File: src/verilog/lm32_fetch_pkg.sv
////////////////////
// LM32 fetch package
// Widths, reset constants, bus structs and FSM states for the instruction unit
////////////////////

package lm32_fetch_pkg;

    ////////////////////
    // Widths
    ////////////////////

    localparam int PC_WIDTH   = 30;               // Word address, byte address >> 2
    localparam int WORD_WIDTH = 32;               // Wishbone data and byte address

    typedef logic [PC_WIDTH-1:0]   pc_t;          // PC in words
    typedef logic [WORD_WIDTH-1:0] word_t;        // Bus word
    typedef logic [WORD_WIDTH-1:0] inst_t;        // Instruction word

    ////////////////////
    // Reset constants
    ////////////////////

    // Exception base, byte address
    localparam word_t EBA_RESET = 32'h0000_0000;

    // One word below EBA so the first fetch lands on EBA
    localparam pc_t PC_F_RESET = pc_t'(EBA_RESET >> 2) - pc_t'(1);

    ////////////////////
    // Bus and fetch structs
    ////////////////////

    // Master to slave, read only with full word select
    typedef struct packed {
        logic  cyc;                               // Cycle in progress
        logic  stb;                               // Strobe, same as cyc here
        word_t adr;                               // Byte address
    } iwb_req_t;

    // Slave to master
    typedef struct packed {
        word_t dat;                               // Read data
        logic  ack;                               // Normal termination
        logic  err;                               // Error termination
    } iwb_rsp_t;

    // Fetched word with its error status
    typedef struct packed {
        inst_t instruction;
        logic  bus_error;                         // Set if the fetch ended in err
    } fetch_result_t;

    ////////////////////
    // Fetch FSM
    ////////////////////

    typedef enum logic [0:0] {
        IWB_IDLE = 1'b0,                          // No cycle on the bus
        IWB_BUSY = 1'b1                           // Waiting for ack or err
    } iwb_state_e;

endpackage

File: src/verilog/lm32_fetch_pc_gen.sv
////////////////////
// Fetch address generator
// Picks the next fetch PC by branch priority and holds the F-stage PC
////////////////////

`timescale 1ns/1ps

module lm32_fetch_pc_gen
    import lm32_fetch_pkg::*;
(
    input  logic clk_i,
    input  logic rst_n_i,
    input  logic stall_f_i,                       // Hold F stage
    input  logic branch_taken_x_i,                // X-stage branch taken
    input  logic branch_taken_m_i,                // M-stage branch taken
    input  pc_t  branch_target_x_i,
    input  pc_t  branch_target_m_i,
    output pc_t  pc_a_o,                          // Next fetch address
    output pc_t  pc_f_o                           // F-stage PC
);

    pc_t pc_a;
    pc_t pc_f;
    pc_t pc_seq;                                  // Sequential successor

    ////////////////////
    // A stage
    ////////////////////

    assign pc_seq = pc_f + pc_t'(1);              // Wraps modulo 2^30

    // Later stage wins, its branch is older in program order
    always_comb
    begin
        if (branch_taken_m_i)
        begin
            pc_a = branch_target_m_i;
        end
        else if (branch_taken_x_i)
        begin
            pc_a = branch_target_x_i;
        end
        else
        begin
            pc_a = pc_seq;                        // Fall through
        end
    end

    ////////////////////
    // F stage
    ////////////////////

    always_ff @(posedge clk_i or negedge rst_n_i)
    begin
        if (!rst_n_i)
        begin
            pc_f <= PC_F_RESET;                   // First fetch goes to EBA
        end
        else if (!stall_f_i)
        begin
            pc_f <= pc_a;
        end
    end

    assign pc_a_o = pc_a;
    assign pc_f_o = pc_f;

endmodule

File: src/verilog/lm32_stage_pipe.sv
////////////////////
// Stage pipe
// D-stage instruction register and the PCs of the D, X, M and W stages
////////////////////

`timescale 1ns/1ps

module lm32_stage_pipe
    import lm32_fetch_pkg::*;
(
    input  logic          clk_i,
    input  logic          rst_n_i,
    input  logic          stall_d_i,          // Hold D stage
    input  logic          stall_x_i,          // Hold X stage
    input  logic          stall_m_i,          // Hold M stage
    input  pc_t           pc_f_i,
    input  fetch_result_t fetch_f_i,          // Word and error flag from F
    output fetch_result_t fetch_d_o,
    output pc_t           pc_d_o,
    output pc_t           pc_x_o,
    output pc_t           pc_m_o,
    output pc_t           pc_w_o
);

    fetch_result_t fetch_d;
    pc_t           pc_d;
    pc_t           pc_x;
    pc_t           pc_m;
    pc_t           pc_w;

    ////////////////////
    // D stage
    ////////////////////

    // Instruction register, loads together with its PC
    always_ff @(posedge clk_i or negedge rst_n_i)
    begin
        if (!rst_n_i)
        begin
            fetch_d <= '0;                        // Clears bus_error too
            pc_d    <= '0;
        end
        else if (!stall_d_i)
        begin
            fetch_d <= fetch_f_i;
            pc_d    <= pc_f_i;
        end
    end

    ////////////////////
    // X, M and W PCs
    ////////////////////

    always_ff @(posedge clk_i or negedge rst_n_i)
    begin
        if (!rst_n_i)
        begin
            pc_x <= '0;
            pc_m <= '0;
            pc_w <= '0;
        end
        else
        begin
            if (!stall_x_i)
                pc_x <= pc_d;
            if (!stall_m_i)
                pc_m <= pc_x;
            pc_w <= pc_m;                         // W never stalls
        end
    end

    assign fetch_d_o = fetch_d;
    assign pc_d_o    = pc_d;
    assign pc_x_o    = pc_x;
    assign pc_m_o    = pc_m;
    assign pc_w_o    = pc_w;

endmodule

File: src/verilog/lm32_iwb_master.sv
////////////////////
// Instruction Wishbone master
// Single-word classic reads, fetched-word register and F-stage error flag
////////////////////

`timescale 1ns/1ps

module lm32_iwb_master
    import lm32_fetch_pkg::*;
(
    input  logic          clk_i,
    input  logic          rst_n_i,
    input  logic          stall_a_i,          // No new fetch while high
    input  logic          branch_taken_i,     // Either branch taken
    input  pc_t           pc_a_i,             // Address to fetch next
    input  iwb_rsp_t      iwb_rsp_i,
    output iwb_req_t      iwb_req_o,
    output fetch_result_t fetch_f_o
);

    iwb_state_e state;
    iwb_state_e state_nxt;
    word_t      adr;                              // Byte address of current read
    inst_t      wb_data_f;                        // Last fetched word
    logic       bus_error_f;
    logic       cycle_start;
    logic       cycle_done;

    ////////////////////
    // FSM
    ////////////////////

    assign cycle_start = (state == IWB_IDLE) && !stall_a_i;
    assign cycle_done  = (state == IWB_BUSY) && (iwb_rsp_i.ack || iwb_rsp_i.err);

    always_comb
    begin
        state_nxt = state;
        case (state)
            IWB_IDLE: if (cycle_start) state_nxt = IWB_BUSY;
            IWB_BUSY: if (cycle_done)  state_nxt = IWB_IDLE;
            default:  state_nxt = IWB_IDLE;
        endcase
    end

    // State and address register, address only moves at cycle start
    always_ff @(posedge clk_i or negedge rst_n_i)
    begin
        if (!rst_n_i)
        begin
            state <= IWB_IDLE;
            adr   <= '0;
        end
        else
        begin
            state <= state_nxt;
            if (cycle_start)
                adr <= {pc_a_i, 2'b00};           // Word to byte address
        end
    end

    ////////////////////
    // Fetched word and error flag
    ////////////////////

    always_ff @(posedge clk_i or negedge rst_n_i)
    begin
        if (!rst_n_i)
        begin
            wb_data_f   <= '0;
            bus_error_f <= 1'b0;
        end
        else
        begin
            if (cycle_done)
                wb_data_f <= iwb_rsp_i.dat;       // Captured on ack or err alike
            // Error sticks until a new fetch or a redirect
            if ((state == IWB_BUSY) && iwb_rsp_i.err)
                bus_error_f <= 1'b1;
            else if (cycle_start)
                bus_error_f <= 1'b0;
            else if ((state == IWB_IDLE) && branch_taken_i)
                bus_error_f <= 1'b0;              // Redirect drops stale error
        end
    end

    // Strobe tracks cycle, no wait states from the master side
    assign iwb_req_o.cyc = (state == IWB_BUSY);
    assign iwb_req_o.stb = (state == IWB_BUSY);
    assign iwb_req_o.adr = adr;

    assign fetch_f_o.instruction = wb_data_f;
    assign fetch_f_o.bus_error   = bus_error_f;

endmodule

File: src/verilog/lm32_instruction_unit.sv
////////////////////
// LM32 instruction unit
// Fetch PC generation, Wishbone instruction fetch and stage PC pipe
////////////////////

`timescale 1ns/1ps

module lm32_instruction_unit
    import lm32_fetch_pkg::*;
(
    input  logic  clk_i,
    input  logic  rst_n_i,
    // Pipeline control
    input  logic  stall_a_i,
    input  logic  stall_f_i,
    input  logic  stall_d_i,
    input  logic  stall_x_i,
    input  logic  stall_m_i,
    input  logic  branch_taken_x_i,
    input  logic  branch_taken_m_i,
    input  pc_t   branch_target_x_i,
    input  pc_t   branch_target_m_i,
    // Wishbone, slave side
    input  word_t i_dat_i,
    input  logic  i_ack_i,
    input  logic  i_err_i,
    // Wishbone, master side
    output word_t i_adr_o,
    output logic  i_cyc_o,
    output logic  i_stb_o,
    // Stage PCs
    output pc_t   pc_f_o,
    output pc_t   pc_d_o,
    output pc_t   pc_x_o,
    output pc_t   pc_m_o,
    output pc_t   pc_w_o,
    // Decode stage
    output inst_t instruction_d_o,
    output logic  bus_error_d_o
);

    pc_t           pc_a;                          // Next fetch address
    pc_t           pc_f;
    logic          branch_taken;                  // Any redirect this cycle
    iwb_req_t      iwb_req;
    iwb_rsp_t      iwb_rsp;
    fetch_result_t fetch_f;
    fetch_result_t fetch_d;

    assign branch_taken = branch_taken_x_i || branch_taken_m_i;

    // Bus ports to struct
    assign iwb_rsp.dat = i_dat_i;
    assign iwb_rsp.ack = i_ack_i;
    assign iwb_rsp.err = i_err_i;

    ////////////////////
    // Fetch path
    ////////////////////

    lm32_fetch_pc_gen lm32_fetch_pc_gen_inst (
        .clk_i             (clk_i),
        .rst_n_i           (rst_n_i),
        .stall_f_i         (stall_f_i),
        .branch_taken_x_i  (branch_taken_x_i),
        .branch_taken_m_i  (branch_taken_m_i),
        .branch_target_x_i (branch_target_x_i),
        .branch_target_m_i (branch_target_m_i),
        .pc_a_o            (pc_a),
        .pc_f_o            (pc_f)
    );

    lm32_iwb_master lm32_iwb_master_inst (
        .clk_i          (clk_i),
        .rst_n_i        (rst_n_i),
        .stall_a_i      (stall_a_i),
        .branch_taken_i (branch_taken),
        .pc_a_i         (pc_a),
        .iwb_rsp_i      (iwb_rsp),
        .iwb_req_o      (iwb_req),
        .fetch_f_o      (fetch_f)
    );

    lm32_stage_pipe lm32_stage_pipe_inst (
        .clk_i     (clk_i),
        .rst_n_i   (rst_n_i),
        .stall_d_i (stall_d_i),
        .stall_x_i (stall_x_i),
        .stall_m_i (stall_m_i),
        .pc_f_i    (pc_f),
        .fetch_f_i (fetch_f),
        .fetch_d_o (fetch_d),
        .pc_d_o    (pc_d_o),
        .pc_x_o    (pc_x_o),
        .pc_m_o    (pc_m_o),
        .pc_w_o    (pc_w_o)
    );

    // Struct to ports
    assign i_adr_o         = iwb_req.adr;
    assign i_cyc_o         = iwb_req.cyc;
    assign i_stb_o         = iwb_req.stb;
    assign pc_f_o          = pc_f;
    assign instruction_d_o = fetch_d.instruction;
    assign bus_error_d_o   = fetch_d.bus_error;

endmodule

File: config.mk
export PLATFORM = sky130hd
export DESIGN_NAME = lm32_instruction_unit
export DESIGN_NICKNAME = d
export VERILOG_FILES = /design/src/verilog/lm32_fetch_pkg.sv /design/src/verilog/lm32_fetch_pc_gen.sv /design/src/verilog/lm32_stage_pipe.sv /design/src/verilog/lm32_iwb_master.sv /design/src/verilog/lm32_instruction_unit.sv
export SDC_FILE = /design/constraint.sdc
export NUM_CORES = 1
export LEC_CHECK = 0
export BUFFER_PORTS_ARGS = -buffer_cell sky130_fd_sc_hd__buf_2
export CAP_MARGIN = 10
export CORE_MARGIN = 4
export CORE_UTILIZATION = 30
export CTS_BUF_LIST = sky130_fd_sc_hd__clkbuf_2
export CTS_CLUSTER_SIZE = 8
export DETAILED_ROUTE_END_ITERATION = 12
export SLEW_MARGIN = 20
export SYNTH_ARGS = -nofsm -noshare
export SYNTH_HDL_FRONTEND = slang
export SYNTH_HIERARCHICAL = 1
export SYNTH_SLANG_ARGS = --single-unit
File: constraint.sdc
create_clock -name clk_i -period 2.15 [get_ports clk_i]
set_input_delay 0.3225 -clock clk_i [delete_from_list [all_inputs] [get_ports clk_i]]
set_output_delay 0.3225 -clock clk_i [all_outputs]
set_load 0.01 [all_outputs]
==> results of run 1 <==
-- what timing repair did --
item	CTS	global route
endpoints found under the hold margin	443	0
gates cloned	1	1
endpoints found under the setup margin	34	37
setup buffers	46	17
gates resized for setup	43	33
pin swaps	6	22
hold buffers	130	0
-- per-layer routing --
| layer | track usage [%] | vias up | routed length [µm] |
|---|---|---|---|
| met2 | 30.72 | 304 | 17940 |
| met5 | 0 | - | 7 |
| met3 | 5.598 | 72 | 2473 |
| met4 | 6.580 | 2 | 1087 |
| li1 | - | 3936 | - |
| met1 | 21.76 | 4277 | 14590 |
-- per-stage QoR --
step | cells | utilization [%] | hold slack (ns) | TNS (ns)
final | 1854 | 44.65 | 0.2041 | 0
after floorplan | 754 | - | 0.02691 | 0
after detailed placement | 1533 | 36.84 | 0.2663 | -0.2325
after global placement | 1533 | 36.84 | 0.2608 | -0.05085
after CTS | 1834 | 43.90 | 0.03166 | -0.3063
after global routing | 1854 | 44.65 | 0.07091 | -0.4412
-- state kept, by name, summed over array words and instances, names as in the netlist --
register                          cells
lm32_fetch_pc_gen_inst/pc_f_o        30
lm32_stage_pipe_inst/fetch_d_o       33
lm32_iwb_master_inst/adr             30
lm32_iwb_master_inst/wb_data_f       32
lm32_stage_pipe_inst/pc_x_o          30
lm32_iwb_master_inst/state            1
lm32_iwb_master_inst/bus_error_f      1
lm32_stage_pipe_inst/pc_d_o          30
lm32_stage_pipe_inst/pc_w_o          30
lm32_stage_pipe_inst/pc_m_o          30
-- cell families (layout without fill, tap and decap cells) --
group	after synthesis	in the layout	share of synthesized area [%]
AOI/OAI and AO/OA	131	131	7.504
xor gates and xnor gates	27	27	2.189
adders and majority gates	1	1	0.1158
buffers and inverters	59	695	3.694
DFF	247	247	57.56
muxes	199	199	23.83
other	1	5	0.03471
and+or+nand+nor	88	88	5.072
-- power groups by stage --
stage	combinational (mW)	clock [mW]	sequential (mW)
after global placement	3.67	0	6.52
after global routing	4.69	4.01	6.63
final	4.36	3.53	6.48
after detailed placement	3.69	0	6.58
after CTS	4.32	3.75	6.48
after floorplan	1.52	0	6.93
-- worst max path at each step --
stage | from | endpoint | slack [ns] | depth (start not counted)
after global placement | lm32_fetch_pc_gen_inst/pc_f_o[0] | lm32_iwb_master_inst/adr[14] | -0.03 | 7
after global routing | lm32_fetch_pc_gen_inst/pc_f_o[2] | lm32_iwb_master_inst/adr[21] | -0.08 | 8
after detailed placement | lm32_fetch_pc_gen_inst/pc_f_o[0] | lm32_iwb_master_inst/adr[14] | -0.09 | 7
after CTS | lm32_fetch_pc_gen_inst/pc_f_o[0] | lm32_iwb_master_inst/adr[14] | -0.04 | 7
after floorplan | lm32_fetch_pc_gen_inst/pc_f_o[10] | lm32_iwb_master_inst/adr[27] | 0.03 | 8
final | lm32_fetch_pc_gen_inst/pc_f_o[2] | lm32_iwb_master_inst/adr[17] | 0.01 | 8
-- worst reg2reg max path, cell delays in order (launching register included) --
cell and delay (ns):
dfstp_2 0.56, buf_6 0.10, nand4_1 0.21, nor3_2 0.27, buf_4 0.18, and3_1 0.20, xnor2_1 0.12, a21oi_1 0.08
mux2_2 0.27
-- synth_stat cells, types with 3 or more instances --
| cell type | instances | area (µm²) |
|---|---|---|
| o22a_1 | 4 | 35.03 |
| nand3_1 | 15 | 75.07 |
| o21a_1 | 3 | 22.52 |
| o22ai_1 | 12 | 75.07 |
| o31a_1 | 8 | 70.07 |
| mux2i_1 | 3 | 30.03 |
| dfrtp_1 | 217 | 5430 |
| a31oi_1 | 4 | 25.02 |
| and4_1 | 4 | 35.03 |
| xnor2_1 | 17 | 148.9 |
| a21oi_1 | 42 | 210.2 |
| nor3_1 | 3 | 15.01 |
| xor2_1 | 10 | 87.58 |
| and3_1 | 8 | 50.05 |
| buf_12 | 6 | 120.1 |
| o21ai_0 | 30 | 150.1 |
| clkbuf_1 | 17 | 63.81 |
| inv_1 | 10 | 37.54 |
| nor2_1 | 11 | 41.29 |
| mux2_2 | 104 | 1171 |
| buf_2 | 10 | 50.05 |
| buf_6 | 5 | 56.30 |
| nand2_1 | 17 | 63.81 |
| mux2_4 | 90 | 1351 |
| buf_4 | 8 | 60.06 |
| a22oi_1 | 14 | 105.1 |
| nand4_1 | 7 | 43.79 |
| dfstp_2 | 30 | 788.3 |
-- final cells by class --
type                    count  area, µm²
inverters                  11      41.29
well taps                 461      576.8
repair buffers            556       4058
fillers                  3340      19690
clock buffers             106      530.5
multi-input cells         448       4337
clock inverters            22      112.6
flip-flops and latches    247       6220
diodes                      3      7.507
==> metrics.txt, run 1 <==
status complete, no violations; Worst Path Max Fanout 5; Sw Ratio between 30 and 40%; CP delay by family, top simple AND/OR/NAND/NOR gates; CTS max path bufs 3; total iterations of the first detailed-routing run 6; crit path buf inv count 2; Final Cell Area ~16000 µm²; Seq cells post-synth between 200 and 250; nets@finish 1441; kind of critical path reg2reg; Period Utilization, post-route around 100%; Worst setup EP type register; GP Congestion 0.7942; share of cells above drive strength 1 between 50% and 60%; R2R Path Start lm32_fetch_pc_gen_inst/pc_f_o[2]; internal power roughly 9.6 mW; Max Fclk around 470 MHz; vias in the first global route 9313; prevailing post-synth register cell dfrtp_1; CTS tree done; Leakage about 7.7 nW; CP max stage delay 0.56 ns; Chip Width slightly below 200 µm; Die Ht between 150 and 200 µm; Max Slew Vio Count 0; setup ws final 0.009860 ns; io pins 320; vias after detailed routing 8591; Synth cell types a little over 60; final setup vio count 0; drt via density 4.634; cts bufs inserted 73; clock root cell clkbuf_2; CP arrival approximately 2.9 ns; Routed WL around 36 mm; R2R depth 8; Congestion Overflow GR 0; Post-synth EDFFs 0; DR WL/cell between 15 and 20 µm; Worst Hold Class in2reg; RSZ-0062 raised after global routing yes; WHS Path Cells 4; post-synthesis cell count between 700 and 800; ys async rst share 100.0%; Die ar. about 39000 µm²; CTS H-tree lvls 3; Net Sw Power ~4.7 mW; Clock transition at path regs approximately 0.1 ns; Worst R2R Setup Slack a little under 0.01 ns; dpl hpwl 23.01 mm; Mean Syn Cell Area around 14 µm²; Power Dens Cells approximately 900 nW/µm²; Max Cap Viol 0; pin count of the biggest net entering global routing 64; clk sinks 247; Tmin final 2.140 ns; DRC viols 0; DR iter-0 viols between 200 and 300; crit path max-delay cell type dfstp_2; Warnings, synthesis 6; gr usage total a little under a fifth; Final Hold Fails 0; antenna viol nets, final 0; Gate power share 30.3%; hold endpoint lm32_iwb_master_inst/wb_data_f[8]; clock share of power between 20% and 30%; nature of the critical path startpoint register; Worst slew margin approximately 60%; Reg power frac a little under half; clock skew 0.06679 ns; first-pass GRT wire length ~55 mm; Starting Density a little under a third; Seq/Total Area, Yosys between 50% and 60%; maximum VDD drop approximately 0.5 mV; Hold Startpoint i_err_i; Port Buffers 317; worst-margin pin slew slightly below 0.6 ns; reg2reg end lm32_iwb_master_inst/adr[17]; row count 69; initial antenna violation count 4; Critical Path RT 2.88 ns; DP Worst Slack -0.08625 ns; CP Cell Sequence buf_6 -> nand4_1 -> nor3_2 -> buf_4 -> and3_1 -> xnor2_1 -> a21oi_1 -> mux2_2; commonest non-fill, non-tap cells in the layout buf_2 (295), dfrtp_1 (216), dlygate4sd3_1 (129); worst skew pair latency around 0.90 ns; dpl cell area between 10000 and 15000 µm²; Tot Pwr roughly 14 mW; Core ar. approximately 36000 µm²; commonest non-fill, non-tap cell in the layout buf_2; cell area after synthesis approximately 11000 µm²; synth-to-layout area growth 47.01%
No activity file was read; power rests on OpenSTA's default activity.
==> inputs of run 2 (changes only) <==
ABC_AREA = 1   (was not set)
==> run 2 against run 1 <==
Effect of this change: register-to-register slack improved by 0.15 ns; first-iteration DRC count rose by 130%; area after synthesis fell by 1.4%; core utilization fell by 1.4 points; maximum frequency rose by 4.6%; routed wire length rose by 7.8%; critical path depth fell by 6; design area fell by 5.2%; flip-flop and latch count did not move; largest power group unchanged.
==> metrics.txt, run 2 <==
status complete, no violations; synth-to-layout area growth 41.32%; Placed Cells about 2000; Hold Startpoint i_ack_i; antenna viol nets, final 0; CTS H-tree lvls 3; total iterations of the first detailed-routing run 5; CTS max path bufs 3; CP arrival between 1.5 and 2 ns; post-synthesis cell count 1318; reg2reg end lm32_iwb_master_inst/adr[25]; initial antenna violation count 3; Worst setup EP type output pin; Seq cells post-synth 247; nets@finish between 1500 and 2000; # fillers between 3000 and 4000; Synth area leader dfrtp_1; DR iter-0 viols slightly below 700; RSZ-0062 raised after global routing no; nature of the critical path startpoint register; Leakage about 8.4 nW; Post-synth EDFFs 0; commonest non-fill, non-tap cells in the layout nand2_1 (752), buf_2 (315), dfrtp_1 (217); Worst R2R Setup Slack 0.16 ns; setup ws final 0.1047 ns; vias after detailed routing roughly 11000; worst skew pair latency approximately 0.9 ns; Synth cell types 31; share of cells above drive strength 1 approximately 28%; clock skew roughly 0.059 ns; top cells by count, synth nand2_1 (752), dfrtp_1 (217), nor2_1 (87); Warnings, synthesis 6; Final Hold Fails 0; share of the synthesized area in the top cell type around half; post-layout util between 40% and 50%; Routed WL roughly 40 mm; Chip Width 196.5 µm; kind of critical path reg2out; drt via density around 4.6; source of the critical timing path lm32_fetch_pc_gen_inst/pc_f_o[9]; CP Cell Sequence buf_4 -> buf_2; DP Worst Slack roughly 0.28 ns; clock root cell clkbuf_2; Max Slew Vio Count 0; count leader, synth nand2_1; R2R depth 12; Core ar. 34800 µm²; Power Dens Cells approximately 900 nW/µm²; Die Ht just under 200 µm; worst-margin pin slew 0.6643 ns; Period Utilization, post-route between 90% and 100%; final setup vio count 0; GP Congestion 0.9077; Global Route met3 Usage 4.496%; Critical Path RT roughly 1.8 ns; DR WL/cell 16.55 µm; clk sinks approximately 250; Clock transition at path regs 0.09 ns; io pins between 300 and 400; Port Buffers about 320; CP max stage delay 0.56 ns; ys async rst share 100.0%; hold slack about 0.056 ns; Congestion Overflow GR 0; Fin Setup TNS 0 ns; Worst Hold Class in2reg; prevailing post-synth register cell dfrtp_1; max reg flops 33; crit path max-delay cell type dfstp_2; vias in the first global route roughly 11000; Seq/Total Area, Yosys 58.35%; cell area after synthesis between 10000 and 15000 µm²; Tmin final just over 2 ns; Starting Density 30.63%; first-pass GRT wire length around 61 mm; gr usage total approximately a fifth; Critical Path End pc_f_o[9]; Die ar. 38600 µm²; Worst Path Max Fanout 4; Worst slew margin a little under three fifths; DRC viols 0; GRT met2 Usage 31.37%; gr busiest metal met2; cts bufs inserted 69; Max Cap Viol 0; dpl hpwl ~26 mm; Max Fclk 488.9 MHz; maximum VDD drop 0.4662 mV; R2R Path Start lm32_fetch_pc_gen_inst/pc_f_o[2]; commonest non-fill, non-tap cell in the layout nand2_1; top cells by area, synth dfrtp_1 (51%), nand2_1 (26%), dfstp_2 (7.4%); final std cells w/o fill about 2400; pin count of the biggest net entering global routing between 60 and 70; met1 Use GR roughly a quarter; CTS tree done; row count 68; Mean Syn Cell Area slightly above 8 µm²
## run 2: cell count changes after synthesis, moves of 8 or more
cell	previous run	this run
a22oi_1	14	0
and3_1	8	0
mux2_4	90	0
nand2_1	17	752
mux2_2	104	0
o21ai_0	30	16
a21oi_1	42	16
nand3_1	15	65
buf_2	10	29
xnor2_1	17	4
nor2_1	11	87
o31a_1	8	0
o22ai_1	12	0
inv_1	10	32
## run 2: routing by layer
layer	wire length (µm)	part of all wire, %	vias to the layer above
met5	0	0	-
met2	17690	45	455
met4	2008	5.2	0
met3	2796	7.2	120
met1	16410	42	5016
li1	-	-	5133
## run 2: repair_timing
action / in CTS / in global routing
endpoints found under the hold margin: 444 / 0
hold buffers: 162 / 0
resized for setup: 2 / 6
buffers inserted: 12 / 2
pin swaps: 0 / 1
endpoints found under the setup margin: 13 / 8
## run 2: where the power goes
| group | internal, mW | switching [mW] | leakage [nW] |
|---|---|---|---|
| Clock | 1.25 | 2.03 | 0.474 |
| Combinational | 1.68 | 2.16 | 4.86 |
| Sequential | 5.71 | 0.726 | 3.06 |
## run 2: critical path: cells and delay by family (launching register included)
family	cells	cell delay [ns]
buffers and inverters	2	0.27
flip-flops	1	0.56
## run 2: area by class of cell
type / count / area, µm² / share of cell area [%]
diodes: 3 / 7.507 / 0.04984
inverters: 37 / 143.9 / 0.9553
repair buffers: 516 / 3613 / 23.99
clock inverters: 21 / 83.83 / 0.5566
flip-flops and latches: 247 / 6218 / 41.29
well taps: 455 / 569.3 / 3.780
multi-input cells: 972 / 3925 / 26.06
clock buffers: 100 / 500.5 / 3.323
## run 2: kinds of logic (layout without fill, tap and decap cells)
family / Yosys count / in the layout / share of synthesized area [%]
and+or+nand+nor: 922 / 922 / 33.83
DFF: 247 / 247 / 58.35
buffers and inverters: 100 / 674 / 5.001
AOI/OAI and AO/OA: 40 / 40 / 2.090
xor gates and xnor gates: 7 / 7 / 0.5753
adders and majority gates: 1 / 1 / 0.1174
other: 1 / 5 / 0.03519
## run 2: how the worst min path moves through the flow
| stage | end | cells after the start | slack, ns |
|---|---|---|---|
| 2_1_floorplan | lm32_iwb_master_inst/adr[10] | 0 | 0.03 |
| 3_3_place_gp | lm32_stage_pipe_inst/fetch_d_o[27] | 1 | 0.32 |
| 3_5_place_dp | lm32_stage_pipe_inst/pc_w_o[26] | 1 | 0.32 |
| 4_1_cts | lm32_fetch_pc_gen_inst/pc_f_o[2] | 2 | 0.02 |
| 5_1_grt | lm32_iwb_master_inst/state | 4 | 0.007 |
| 6_report | lm32_iwb_master_inst/state | 4 | 0.06 |
## run 2: stage by stage
stage | power, mW | cell area [µm²]
5_1_grt | 14.55 | 15060
4_1_cts | 13.75 | 15020
3_5_place_dp | 9.781 | 12720
3_3_place_gp | 9.719 | 12720
2_1_floorplan | 8.095 | 10660
6_report | 13.56 | 15060
==> inputs of run 3 (changes only) <==
CORE_UTILIZATION = 48   (was 30)
PLACE_DENSITY = 0.78   (was not set)
==> run 3 against run 2 <==
Effect of this change: first-iteration DRC count up 11%; count of clock-buffer cells in the layout is 8 lower; die area decreased by 36%; combinational power decreased by 13%; largest cell class unchanged; highest routed layer unchanged.
==> metrics.txt, run 3 (synthesized netlist as in run 2, its figures left out) <==
maximum VDD drop approximately 0.55 mV; Sw Ratio 35.70%; Period Utilization, post-route 93.96%; Core ar. ~22000 µm²; Net Sw Power about 4.6 mW; cts bufs inserted ~60; Tmin final a little over 2 ns; crit path buf inv count 1; RSZ-0062 raised after global routing no; Global Route met3 Usage under 10%; CP arrival around 1.7 ns; kind of critical path reg2out; GRT met2 Usage a little under half; # fillers around 1800; synth-to-layout area growth 33.41%; max reg flops 33; commonest non-fill, non-tap cells in the layout nand2_1 (752), buf_2 (316), dfrtp_1 (217); initial antenna violation count 2; Chip Width ~160 µm; CP max stage delay approximately 0.66 ns; Critical Path RT approximately 1.8 ns; Clock transition at path regs 0.11 ns; Gate power share between 20% and 30%; Max Fclk 495.0 MHz; drt via density a little over 5; nets@finish about 1900; Worst Hold Class in2reg; final setup vio count 0; met1 Use GR a little over a third; DR WL/cell about 17 µm; CTS max path bufs 3; row count 54; vias in the first global route about 11000; Routed WL between 30 and 40 mm; first-pass GRT wire length roughly 56 mm; Reg power frac approximately 50%; worst skew pair latency roughly 0.86 ns; Worst slew margin between 50% and 60%; Congestion Overflow GR 0; DR iter-0 viols between 700 and 800; commonest non-fill, non-tap cell in the layout nand2_1; clk sinks about 250; share of cells above drive strength 1 about 27%; DRC viols 0; CP delay by family, top flip-flops; antenna viol nets, final 0; Max Cap Viol 0; clock root cell clkbuf_2; crit path max-delay cell type dfstp_2; clock skew 0.05043 ns; internal power around 8.3 mW; total iterations of the first detailed-routing run 5; CTS tree done; setup ws final between 0.1 and 0.15 ns; dpl hpwl about 23 mm; worst-margin pin slew around 0.69 ns; Die ar. roughly 25000 µm²; nature of the critical path startpoint register; pin count of the biggest net entering global routing 64; CP Cell Sequence buf_2; status complete, no violations; vias after detailed routing between 10000 and 15000; Worst Path Max Fanout 8; Tot Pwr roughly 13 mW; io pins 320; Port Buffers 317; Worst setup EP type output pin; Power Dens Cells 909.8 nW/µm²; CTS H-tree lvls 2; Starting Density 48.84%; Max Slew Vio Count 0; DP Worst Slack around 0.29 ns; Die Ht roughly 160 µm; gr usage total 28.44%; clock share of power a little under a quarter; GP Congestion 0.9460; gr busiest metal met2; Fin Setup TNS 0 ns; Leakage 8.064 nW; Final Hold Fails 0
[run 3: path summary, 6_finish.rpt]
path                                                endpoint                         startpoint  depth (start not counted)  slack, ns
min reg2reg                  lm32_stage_pipe_inst/pc_w_o[16]    lm32_stage_pipe_inst/pc_m_o[16]                          0       0.38
max                                               pc_f_o[24]  lm32_fetch_pc_gen_inst/pc_f_o[24]                          1       0.13
min in group asynchronous   lm32_fetch_pc_gen_inst/pc_f_o[1]                            rst_n_i                          2       0.16
max in group asynchronous  lm32_fetch_pc_gen_inst/pc_f_o[27]                            rst_n_i                          3       1.60
min                        lm32_iwb_master_inst/wb_data_f[7]                            i_ack_i                          5       0.12
max reg2reg                 lm32_fetch_pc_gen_inst/pc_f_o[2]   lm32_fetch_pc_gen_inst/pc_f_o[1]                          8       0.13
[run 3: power by group through the flow]
stage	clock network, mW	registers (mW)	logic (mW)
4_1_cts	3.22	6.45	3.33
2_1_floorplan	0	6.75	1.34
3_3_place_gp	0	6.50	3.05
6_report	3.11	6.47	3.36
3_5_place_dp	0	6.53	3.12
5_1_grt	3.48	6.60	3.72
[run 3: per-layer routing]
layer,routed length (µm),vias up
met2,16700,539
met1,14090,4972
met3,2648,142
met5,0,-
met4,1832,0
li1,-,4982
[run 3: timing repair]
action | CTS | global route
endpoints found under the setup margin | 0 | 1
hold buffers | 120 | 0
gates resized for setup | 0 | 0
setup buffers | 0 | 1
endpoints found under the hold margin | 461 | 0
[run 3: final cells by class]
type                            count  area [µm²]  area share [%]
Clock buffer                       92       460.4           3.238
Antenna cell                        3       7.507         0.05280
Clock inverter                     12       87.58          0.6160
Sequential cell                   247        6218           43.73
Inverter                           37       143.9           1.012
Tap cell                          280       350.3           2.464
Timing Repair Buffer              461        3038           21.37
Multi-Input combinational cell    972        3913           27.52
[run 3: through the flow]
step | util, % | area [µm²] | hold WS (ns) | instances
after floorplan | - | 10660 | 0.02691 | 1319
after detailed placement | 57.02 | 12440 | 0.2906 | 1876
after global placement | 57.02 | 12440 | 0.2852 | 1876
final | 65.15 | 14220 | 0.1194 | 2104
after global routing | 65.14 | 14220 | 0.03375 | 2103
after CTS | 65.08 | 14200 | 0.004174 | 2100
